[src/eeprom_cmd_pkg.sv]
package eeprom_cmd_pkg;

    localparam int ADDR_W = 11;   // 2 KB array
    localparam int DATA_W = 8;

    typedef enum logic
    {
        OP_WRITE = 1'b0,
        OP_READ  = 1'b1
    } eeprom_op_e;

    // host request, held stable while req is high
    typedef struct packed
    {
        eeprom_op_e          op;
        logic [ADDR_W-1:0]   addr;
        logic [DATA_W-1:0]   wdata;
    } eeprom_req_t;

    typedef struct packed
    {
        logic [DATA_W-1:0]   rdata;   // valid with ack on a read
    } eeprom_rsp_t;

endpackage

[src/i2c_bus_pkg.sv]
package i2c_bus_pkg;

    // device type code, upper nibble of the control byte
    localparam logic [3:0] DEV_CODE = 4'b1010;

    // CLK cycles per SCL half period, keep it even
    localparam int SCL_HALF = 4;

    // bit engine operations
    // a repeated start is a plain start issued with SCL low after a byte
    typedef enum logic [1:0]
    {
        BIT_START = 2'd0,
        BIT_STOP  = 2'd1,
        BIT_WRITE = 2'd2,   // 8 bits out, ninth clock released
        BIT_READ  = 2'd3    // 8 bits in, ninth clock is master nack
    } bit_op_e;

    typedef struct packed
    {
        bit_op_e      op;
        logic [7:0]   data;   // only used by BIT_WRITE
    } bit_cmd_t;

endpackage

[src/eeprom_ctrl_top.sv]
`timescale 1ns/1ns
module eeprom_ctrl_top
(
    input  logic                        CLK,
    input  logic                        RESET,
    input  logic                        req,
    input  eeprom_cmd_pkg::eeprom_req_t req_data,
    output logic                        ack,
    output eeprom_cmd_pkg::eeprom_rsp_t rsp_data,
    output logic                        scl,
    output logic                        sda_low,
    input  logic                        sda_in
);
    import i2c_bus_pkg::*;

    logic        go;
    bit_cmd_t    cmd;
    logic        done;
    logic [7:0]  rx_byte;

    // transaction sequencer
    eeprom_seq u_seq
    (
        .CLK      (CLK),
        .RESET    (RESET),
        .req      (req),
        .req_data (req_data),
        .ack      (ack),
        .rsp_data (rsp_data),
        .go       (go),
        .cmd      (cmd),
        .done     (done),
        .rx_byte  (rx_byte)
    );

    i2c_bit_engine u_engine
    (
        .CLK      (CLK),
        .RESET    (RESET),
        .go       (go),
        .cmd      (cmd),
        .done     (done),
        .rx_byte  (rx_byte),
        .scl      (scl),
        .sda_low  (sda_low),
        .sda_in   (sda_in)   // resolved line
    );

endmodule

[src/eeprom_seq.sv]
`timescale 1ns/1ns
module eeprom_seq
(
    input  logic                        CLK,
    input  logic                        RESET,
    input  logic                        req,
    input  eeprom_cmd_pkg::eeprom_req_t req_data,
    output logic                        ack,
    output eeprom_cmd_pkg::eeprom_rsp_t rsp_data,
    output logic                        go,
    output i2c_bus_pkg::bit_cmd_t       cmd,
    input  logic                        done,
    input  logic [7:0]                  rx_byte
);
    import eeprom_cmd_pkg::*;
    import i2c_bus_pkg::*;

    typedef enum logic [3:0]
    {
        S_IDLE,
        S_START,
        S_CTRL_W,
        S_ADDR,
        S_DATA_W,
        S_RSTART,
        S_CTRL_R,
        S_DATA_R,
        S_STOP,
        S_ACK
    } seq_state_e;

    seq_state_e   state;
    eeprom_req_t  req_q;
    logic         start_req;

    assign start_req = (state == S_IDLE) && req && !ack;

    // command follows the state, engine latches it with go
    always_comb
    begin
        cmd.op   = BIT_STOP;
        cmd.data = 8'h00;
        case (state)
            S_START, S_RSTART:
                cmd.op = BIT_START;
            S_CTRL_W:
            begin
                cmd.op   = BIT_WRITE;
                cmd.data = {DEV_CODE, req_q.addr[ADDR_W-1:8], 1'b0};
            end
            S_ADDR:
            begin
                cmd.op   = BIT_WRITE;
                cmd.data = req_q.addr[7:0];
            end
            S_DATA_W:
            begin
                cmd.op   = BIT_WRITE;
                cmd.data = req_q.wdata;
            end
            S_CTRL_R:
            begin
                cmd.op   = BIT_WRITE;
                cmd.data = {DEV_CODE, req_q.addr[ADDR_W-1:8], 1'b1};
            end
            S_DATA_R:
                cmd.op = BIT_READ;
            default:
                cmd.op = BIT_STOP;
        endcase
    end

    always_ff @(posedge CLK)
    begin
        if (RESET)
        begin
            state <= S_IDLE;
            go    <= 1'b0;
            ack   <= 1'b0;
        end
        else
        begin
            go <= 1'b0;
            case (state)
                S_IDLE:
                begin
                    if (start_req)
                    begin
                        state <= S_START;
                        go    <= 1'b1;
                    end
                end
                S_STOP:
                begin
                    if (done)
                    begin
                        state <= S_ACK;
                        ack   <= 1'b1;   // stop is on the bus now
                    end
                end
                S_ACK:
                begin
                    if (!req)
                    begin
                        state <= S_IDLE;
                        ack   <= 1'b0;
                    end
                end
                default:
                begin
                    if (done)
                    begin
                        go <= 1'b1;
                        case (state)
                            S_START:  state <= S_CTRL_W;
                            S_CTRL_W: state <= S_ADDR;
                            S_ADDR:   state <= (req_q.op == OP_WRITE) ? S_DATA_W : S_RSTART;
                            S_RSTART: state <= S_CTRL_R;
                            S_CTRL_R: state <= S_DATA_R;
                            default:  state <= S_STOP;   // after data write or read
                        endcase
                    end
                end
            endcase
        end
    end

    // request and read data capture
    always_ff @(posedge CLK)
    begin
        if (start_req)
        begin
            req_q <= req_data;
        end
        if (state == S_DATA_R && done)
        begin
            rsp_data.rdata <= rx_byte;
        end
    end

endmodule

[src/i2c_bit_engine.sv]
`timescale 1ns/1ns
module i2c_bit_engine
(
    input  logic                   CLK,
    input  logic                   RESET,
    input  logic                   go,
    input  i2c_bus_pkg::bit_cmd_t  cmd,
    output logic                   done,
    output logic [7:0]             rx_byte,
    output logic                   scl,
    output logic                   sda_low,
    input  logic                   sda_in
);
    import i2c_bus_pkg::*;

    typedef logic [$clog2(2*SCL_HALF)-1:0] phase_t;

    logic        busy;
    phase_t      phase_cnt;     // position inside one bit slot
    logic [3:0]  bit_cnt;       // 0..8 for byte ops
    bit_op_e     cur_op;
    logic [7:0]  tx_shift;

    logic        accept;
    logic        q0;
    logic        q1;
    logic        q2;
    logic        q3;
    logic        last_cyc;
    logic        ninth_bit;

    assign accept    = go && !busy;
    assign q0        = (phase_cnt == phase_t'(0));
    assign q1        = (phase_cnt == phase_t'(SCL_HALF/2));
    assign q2        = (phase_cnt == phase_t'(SCL_HALF));    // middle of SCL high
    assign q3        = (phase_cnt == phase_t'(3*SCL_HALF/2));
    assign last_cyc  = (phase_cnt == phase_t'(2*SCL_HALF-1));
    assign ninth_bit = (bit_cnt == 4'd8);

    // control and line drivers
    always_ff @(posedge CLK)
    begin
        if (RESET)
        begin
            busy      <= 1'b0;
            done      <= 1'b0;
            phase_cnt <= '0;
            bit_cnt   <= '0;
            scl       <= 1'b1;   // idle bus
            sda_low   <= 1'b0;
        end
        else
        begin
            done <= 1'b0;
            if (!busy)
            begin
                if (go)
                begin
                    busy      <= 1'b1;
                    phase_cnt <= '0;
                    bit_cnt   <= '0;
                end
            end
            else
            begin
                case (cur_op)
                    BIT_START:
                    begin
                        if (q0) sda_low <= 1'b0;
                        if (q1) scl <= 1'b1;
                        if (q2) sda_low <= 1'b1;   // falling SDA with SCL high
                        if (q3) scl <= 1'b0;
                    end
                    BIT_STOP:
                    begin
                        if (q0) sda_low <= 1'b1;
                        if (q1) scl <= 1'b1;
                        if (q2) sda_low <= 1'b0;   // rising SDA with SCL high
                    end
                    BIT_WRITE:
                    begin
                        if (q0) sda_low <= ninth_bit ? 1'b0 : ~tx_shift[7];
                        if (q1) scl <= 1'b1;
                        if (q3) scl <= 1'b0;
                    end
                    default:
                    begin
                        if (q0) sda_low <= 1'b0;   // released, ninth bit is the nack
                        if (q1) scl <= 1'b1;
                        if (q3) scl <= 1'b0;
                    end
                endcase

                if (last_cyc)
                begin
                    phase_cnt <= '0;
                    if ((cur_op == BIT_WRITE || cur_op == BIT_READ) && !ninth_bit)
                    begin
                        bit_cnt <= bit_cnt + 4'd1;
                    end
                    else
                    begin
                        busy <= 1'b0;
                        done <= 1'b1;
                    end
                end
                else
                begin
                    phase_cnt <= phase_cnt + phase_t'(1);
                end
            end
        end
    end

    // shift registers
    always_ff @(posedge CLK)
    begin
        if (accept)
        begin
            cur_op   <= cmd.op;
            tx_shift <= cmd.data;
        end
        else if (busy)
        begin
            if (cur_op == BIT_WRITE && q3)
            begin
                tx_shift <= {tx_shift[6:0], 1'b0};   // msb first
            end
            if (cur_op == BIT_READ && q2 && !ninth_bit)
            begin
                rx_byte <= {rx_byte[6:0], sda_in};
            end
        end
    end

endmodule

[config.mk]
export PLATFORM = sky130hd
export DESIGN_NAME = eeprom_ctrl_top
export DESIGN_NICKNAME = d
export VERILOG_FILES = /design/src/eeprom_cmd_pkg.sv /design/src/i2c_bus_pkg.sv /design/src/eeprom_ctrl_top.sv /design/src/eeprom_seq.sv /design/src/i2c_bit_engine.sv
export SDC_FILE = /design/constraint.sdc
export NUM_CORES = 1
export LEC_CHECK = 0
export ABC_AREA = 1
export BUFFER_PORTS_ARGS = -buffer_cell sky130_fd_sc_hd__buf_4
export CAP_MARGIN = 20
export CORE_MARGIN = 8
export CORE_UTILIZATION = 54
export CTS_BUF_LIST = sky130_fd_sc_hd__clkbuf_2 sky130_fd_sc_hd__clkbuf_4 sky130_fd_sc_hd__clkbuf_8
export DETAILED_ROUTE_END_ITERATION = 10
export GPL_TIMING_DRIVEN = 0
export PLACE_DENSITY_LB_ADDON = 0.12
export SLEW_MARGIN = 5
export SYNTH_ARGS = -nofsm -noshare
export SYNTH_HDL_FRONTEND = slang
export SYNTH_SLANG_ARGS = --single-unit
[constraint.sdc]
create_clock -name CLK -period 1.8 [get_ports CLK]
set_input_delay 0.18 -clock CLK [delete_from_list [all_inputs] [get_ports CLK]]
set_output_delay 0.18 -clock CLK [all_outputs]
set_load 0.03 [all_outputs]
---- Word level (Yosys, flattened, before mapping) ----
Index checks and enable logic that the tools add are counted.
cells by class
  add/subtract/negate cells ............... 2
  equal/unequal tests ..................... 24
  multiplexer cells ....................... 40
  bitwise gates (word level) .............. 4
  reductions and logical operators ........ 30
operator list
  kind                 count
  $mux 4               8
  $pmux 8 s4           1
  $mux 8               3
  $pmux 4 s5           1
  $mux 1               19
  $eq 4x3->1 const B   4
  $eq 4x4->1 const B   3
  $pmux 4 s3           1
  $reduce_and 3->1     4
  $eq 3x3->1 const B   3
  $mux 3               3
  $eq 4x2->1 const B   2
  $logic_and 1x1->1    8
  $reduce_bool 2->1    4
  $ne 2x1->1 const B   3
  $ne 2x2->1 const B   3
  $pmux 2 s3           1
  $add 4x1->4 const B  1
  $eq 2x2->1 const B   2
  $eq 4x1->1 const B   1
  $logic_not 4->1      1
  $not 1->1            4
  $pmux 1 s2           2
  $reduce_and 4->1     1
  14 further kinds     17
storage, ports and cells
  register bits after elaboration ......... 63
  input bits .............................. 24
  output and inout port bits .............. 11
  logic and storage cells ................. 116

---- Depth between registers and ports, before layout ----
  depth after elaboration ................. 6
  depth in mapped cells ................... 10
  depth with buffers taken out ............ 10

---- Modules after synthesis ----
Synthesis repeated with hierarchy kept, for this count alone.
second synthesis, totals
  cells, all modules ...................... 265
  area total of the unflattened synthesis .. 2731.4 um^2
modules (own cells, without submodules)
  module          times used  cells an instance  area each (um^2)  seq. area each (um^2)
  eeprom_seq      1           134                1426.4            960.9
  i2c_bit_engine  1           131                1305.0            760.7

---- Worst setup path before layout ----
Ideal clock, no wire load.
  kind .................................... reg2reg
  start ................................... register u_engine.bit_cnt[0]
  end ..................................... register u_engine.rx_byte[0] (enable)
  setup time .............................. 0.395 ns
  data arrival time ....................... 1.569 ns
  required time ........................... 1.405 ns
  slack ................................... -0.164 ns
  cell stages (with the launch flop) ...... 6
  path buffers ............................ 0
  clock period less this slack ............ 1.964 ns
  cell sequence ........................... dfxtp_1 -> inv_1 -> ha_1 -> nand3_1 -> nand2_1 -> nor4_1
between the ends
  longest elaborated chain between the ends .. 4
RTL lines
  element                            RTL line               source
  start, declared                    i2c_bit_engine.sv:20   logic [3:0] bit_cnt;
  start signal, assigned             i2c_bit_engine.sv:99   bit_cnt <= bit_cnt + 4'd1;
  $eq 4x4->1                         i2c_bit_engine.sv:38   assign ninth_bit = (bit_cnt == 4'd8);
  $logic_not 1->1                    i2c_bit_engine.sv:129  if (cur_op == BIT_READ && q2 && !ninth_bit)
  $logic_and 1x1->1                  i2c_bit_engine.sv:129
  $reduce_and 3->1 (no source line)  n/a
  end signal, assigned               i2c_bit_engine.sv:131  rx_byte <= {rx_byte[6:0], sda_in};
  end, declared                      i2c_bit_engine.sv:9    output logic [7:0] rx_byte,
No other way between the ends.
A chain may end at the register's enable or synchronous reset.

---- Final worst setup path ----
  start ................................... register u_engine.busy
  end ..................................... register u_engine.tx_shift[0] (enable)
between the ends
  longest elaborated chain between the ends .. 4
  elaborated cells on any way between the ends .. 5
  classes of those cells .................. 5 x reduce/logical
RTL lines
  element                                RTL line               source
  start, declared                        i2c_bit_engine.sv:18   logic busy;
  start signal, assigned                 i2c_bit_engine.sv:45   busy <= 1'b0;
  start signal, assigned                 i2c_bit_engine.sv:59   busy <= 1'b1;
  start signal, assigned                 i2c_bit_engine.sv:103  busy <= 1'b0;
  $logic_not 1->1                        n/a
  $logic_and 1x1->1                      i2c_bit_engine.sv:32   assign accept = go && !busy;
  $reduce_bool 2->1 (no source line)     n/a
  $reduce_and 2->1 (no source line) (*)  n/a
  end signal, assigned                   i2c_bit_engine.sv:121  tx_shift <= cmd.data;
  end signal, assigned                   i2c_bit_engine.sv:127  tx_shift <= {tx_shift[6:0], 1'b0};
  end, declared                          i2c_bit_engine.sv:22   logic [7:0] tx_shift;
Mark *: on every way between the ends. The rest lies on a longest branch, timed or not.

==> flow_metrics.tcl <==
set metrics [dict create \
    run_status "finished, final reports clean" \
    clockRootBuffer "clkbuf_8" \
    timing.final.crit_period_ns 1.67 \
    timing.final.setup_violations 0 \
    design.final.nets 353 \
    dp_hpwl_um 3590 \
    tritoncts.num_buffers 9 \
    min_period_over_period 0.928 \
    clock_tree.buffer_depth 2 \
    avgSynthCellArea_sq_um 10.1 \
    timing.final.max_slew_violations 0 \
    placement.cell_area_sq_mm 0.00305 \
    max_slew.worst_pin.slew_ns 0.602 \
    timing.clock.skew_ns 0.00995 \
    num_antenna_cells 0 \
    route.final.wire_length_um 5190 \
    initial_utilization 0.565 \
    number_of_antenna_violations_at_the_first_check_in_global_routing 0 \
    clkLatencyLatePin_ns 0.34 \
    routed-via-count 1959 \
    wire_per_inst_um 13.1 \
    globalRouteOverflowTotal 0 \
    viasPerCell 4.96 \
    tritoncts_num_sinks 63 \
    slew-limit-headroom 0.596 \
    start_kind "flip-flop" \
    yosysTopAreaCell "edfxtp_1" \
    placeable_area_sq_mm 0.00479 \
    design.die.area_sq_mm 0.00752 \
    floorplan.die.width_um 86.7 \
    drtAntennaViolNets 0 \
    numPortBuffers 33 \
    n_fill_cell 343 \
    postSynthCellCount 267 \
    fp-row-count 25 \
    synth.top_cells.by_area "edfxtp_1, dfxtp_1, nand2_1, nand3_1, inv_1" \
    final_design_area_no_fill_sq_mm 0.00340 \
    design.portCount 35 \
    mostFrequentLayoutCells "nand2_1, edfxtp_1, buf_4" \
    yosys_register_bits 63 \
    layout_commonest_cell "nand2_1" \
    hold_slack_ns 0.0122 \
    final_layout_size_suffix_gt1_frac 0.235 \
    ys_types 28 \
    arrival_ns 1.66 \
    crit_fanout 11 \
    cts.reportedPaths.clkPinSlew_ns 0.06 \
    first_global_vias 1915 \
    p_leak_nw 1.37 \
    netlist.area_leader.share 0.511 \
    yosys_warnings 0 \
    cts_tree "built" \
    grt_pass1_wl_um 8470 \
    max-cap-violations 0 \
    cellPowerDensity_mw_per_mm2 1260 \
    total_nets_after_synthesis 297 \
    netlist_area_sq_mm 0.00270 \
    ctsHtreeMaxLevel 3 \
    crit_path_end_kind "flip-flop" \
    grtUsageTotal 0.148 \
    max_freq_mhz 599 \
    final_hold_viol_count 0 \
    grt_start_max_net_pins 21 \
    unrepaired_setup_endpoints_after_global_routing "false" \
    dieHeight_um 86.7 \
    gp_routability_congestion 0.910 \
    synthToLayoutAreaGrowth_pct 25.7 \
    vdd.ir_drop.worst_uv 926 \
    worst_hold_path_type "in2reg" \
    seq_area_frac_synth 0.637 \
    drc 0 \
    setup.worst_path.class "reg2reg" \
    worstPathRequired_ns 1.79 \
    first_pass_iteration_count_of_the_detailed_router 4 \
    drt_first_iter_violations 98 \
]
## layer usage
metal / part of all wire / up-vias / track usage
li1: - / 1005 / -
met2: 0.46 / 38 / 0.225
met1: 0.47 / 905 / 0.176
met3: 0.044 / 11 / 0.0539
met5: 0 / - / 0
met4: 0.021 / 0 / 0.0814
## power breakdown
group | switching (mW) | internal [mW]
combinational | 0.701 | 0.346
sequential | 0.116 | 1.85
clock | 0.502 | 0.778
total | 1.32 | 2.98
## sequential cells by signal (all words and copies together), names as in the netlist, named ones only
signal / cells
u_seq.go: 1
u_engine.tx_shift: 8
u_engine.cur_op: 2
u_engine.phase_cnt: 3
u_seq.req_q: 20
u_engine.busy: 1
u_engine.done: 1
u_seq.rsp_data: 8
u_engine.rx_byte: 8
u_engine.bit_cnt: 4
u_engine.sda_low: 1
u_seq.state: 4
u_seq.ack: 1
## metrics by stage
| stage | util | cells | total power [mW] | worst slack (ns) | setup TNS, ns |
|---|---|---|---|---|---|
| 2_1_floorplan | - | 267 | 2.73 | 0.147 | 0 |
| 3_3_place_gp | 0.637 | 367 | 2.96 | -0.158 | -2.85 |
| 3_5_place_dp | 0.637 | 367 | 2.99 | -0.188 | -3.81 |
| 4_1_cts | 0.705 | 392 | 4.30 | 0.0579 | 0 |
| 5_1_grt | 0.710 | 395 | 4.55 | 0.00119 | 0 |
| 6_report | 0.710 | 395 | 4.30 | 0.130 | 0 |
## cells in the mapped netlist, drive strengths merged
library cell,count
a21oi,11
a22o,2
a31oi,1
buf,3
clkbuf,1
clkinv,1
dfxtp,17
edfxtp,46
ha,6
inv,28
nand2,80
nand3,26
nand3b,1
nor2,27
nor3,2
nor3b,1
nor4,2
o211ai,2
o21ai,9
o21bai,1
## worst max-delay path, cell delays in order (launching register included)
cell      delay [ns]
dfxtp_1         0.30
buf_4           0.16
nor2_4          0.26
clkinv_1        0.31
o21ai_2         0.28
## area by class of cell
type                            count  area, sq um  area share
Timing Repair Buffer               44          355       0.105
Sequential cell                    63         1720       0.507
Multi-Input combinational cell    171          882       0.260
Buffer                              4         23.8     0.00700
Inverter                           29          113      0.0331
Clock inverter                      1         30.0     0.00884
Tap cell                           67         83.8      0.0247
Timing Repair inverter              1         7.51     0.00221
Clock buffer                       15          181      0.0534
## path summary, 6_finish.rpt
check,from,endpoint,slack (ns),depth (start not counted)
worst min register to register,u_engine.rx_byte[7],u_seq.rsp_data[7],0.43,0
worst max register to register,u_engine.busy,u_engine.tx_shift[0],0.13,4
worst min-delay path,req_data[0],u_seq.req_q[0],0.01,1
worst max-delay path,u_engine.busy,u_engine.tx_shift[0],0.13,4
## repair_timing
item / in CTS / in global routing
hold buffers: 9 / 1
cloned: 0 / 1
gates resized for setup: 5 / 1
hold endpoints to repair: 9 / 1
pin swaps: 0 / 1
setup buffers: 0 / 1
setup endpoints to repair: 44 / 28
## logic make-up (layout without fill, tap and decap cells)
| family | Yosys count | count (layout) | synth area share |
|---|---|---|---|
| compound gates | 26 | 26 | 0.0556 |
| fa+ha+maj | 6 | 6 | 0.0278 |
| buf+inv | 33 | 94 | 0.0491 |
| flops | 63 | 63 | 0.637 |
| simple gates | 139 | 139 | 0.231 |
No activity file was read; power rests on OpenSTA's default activity.
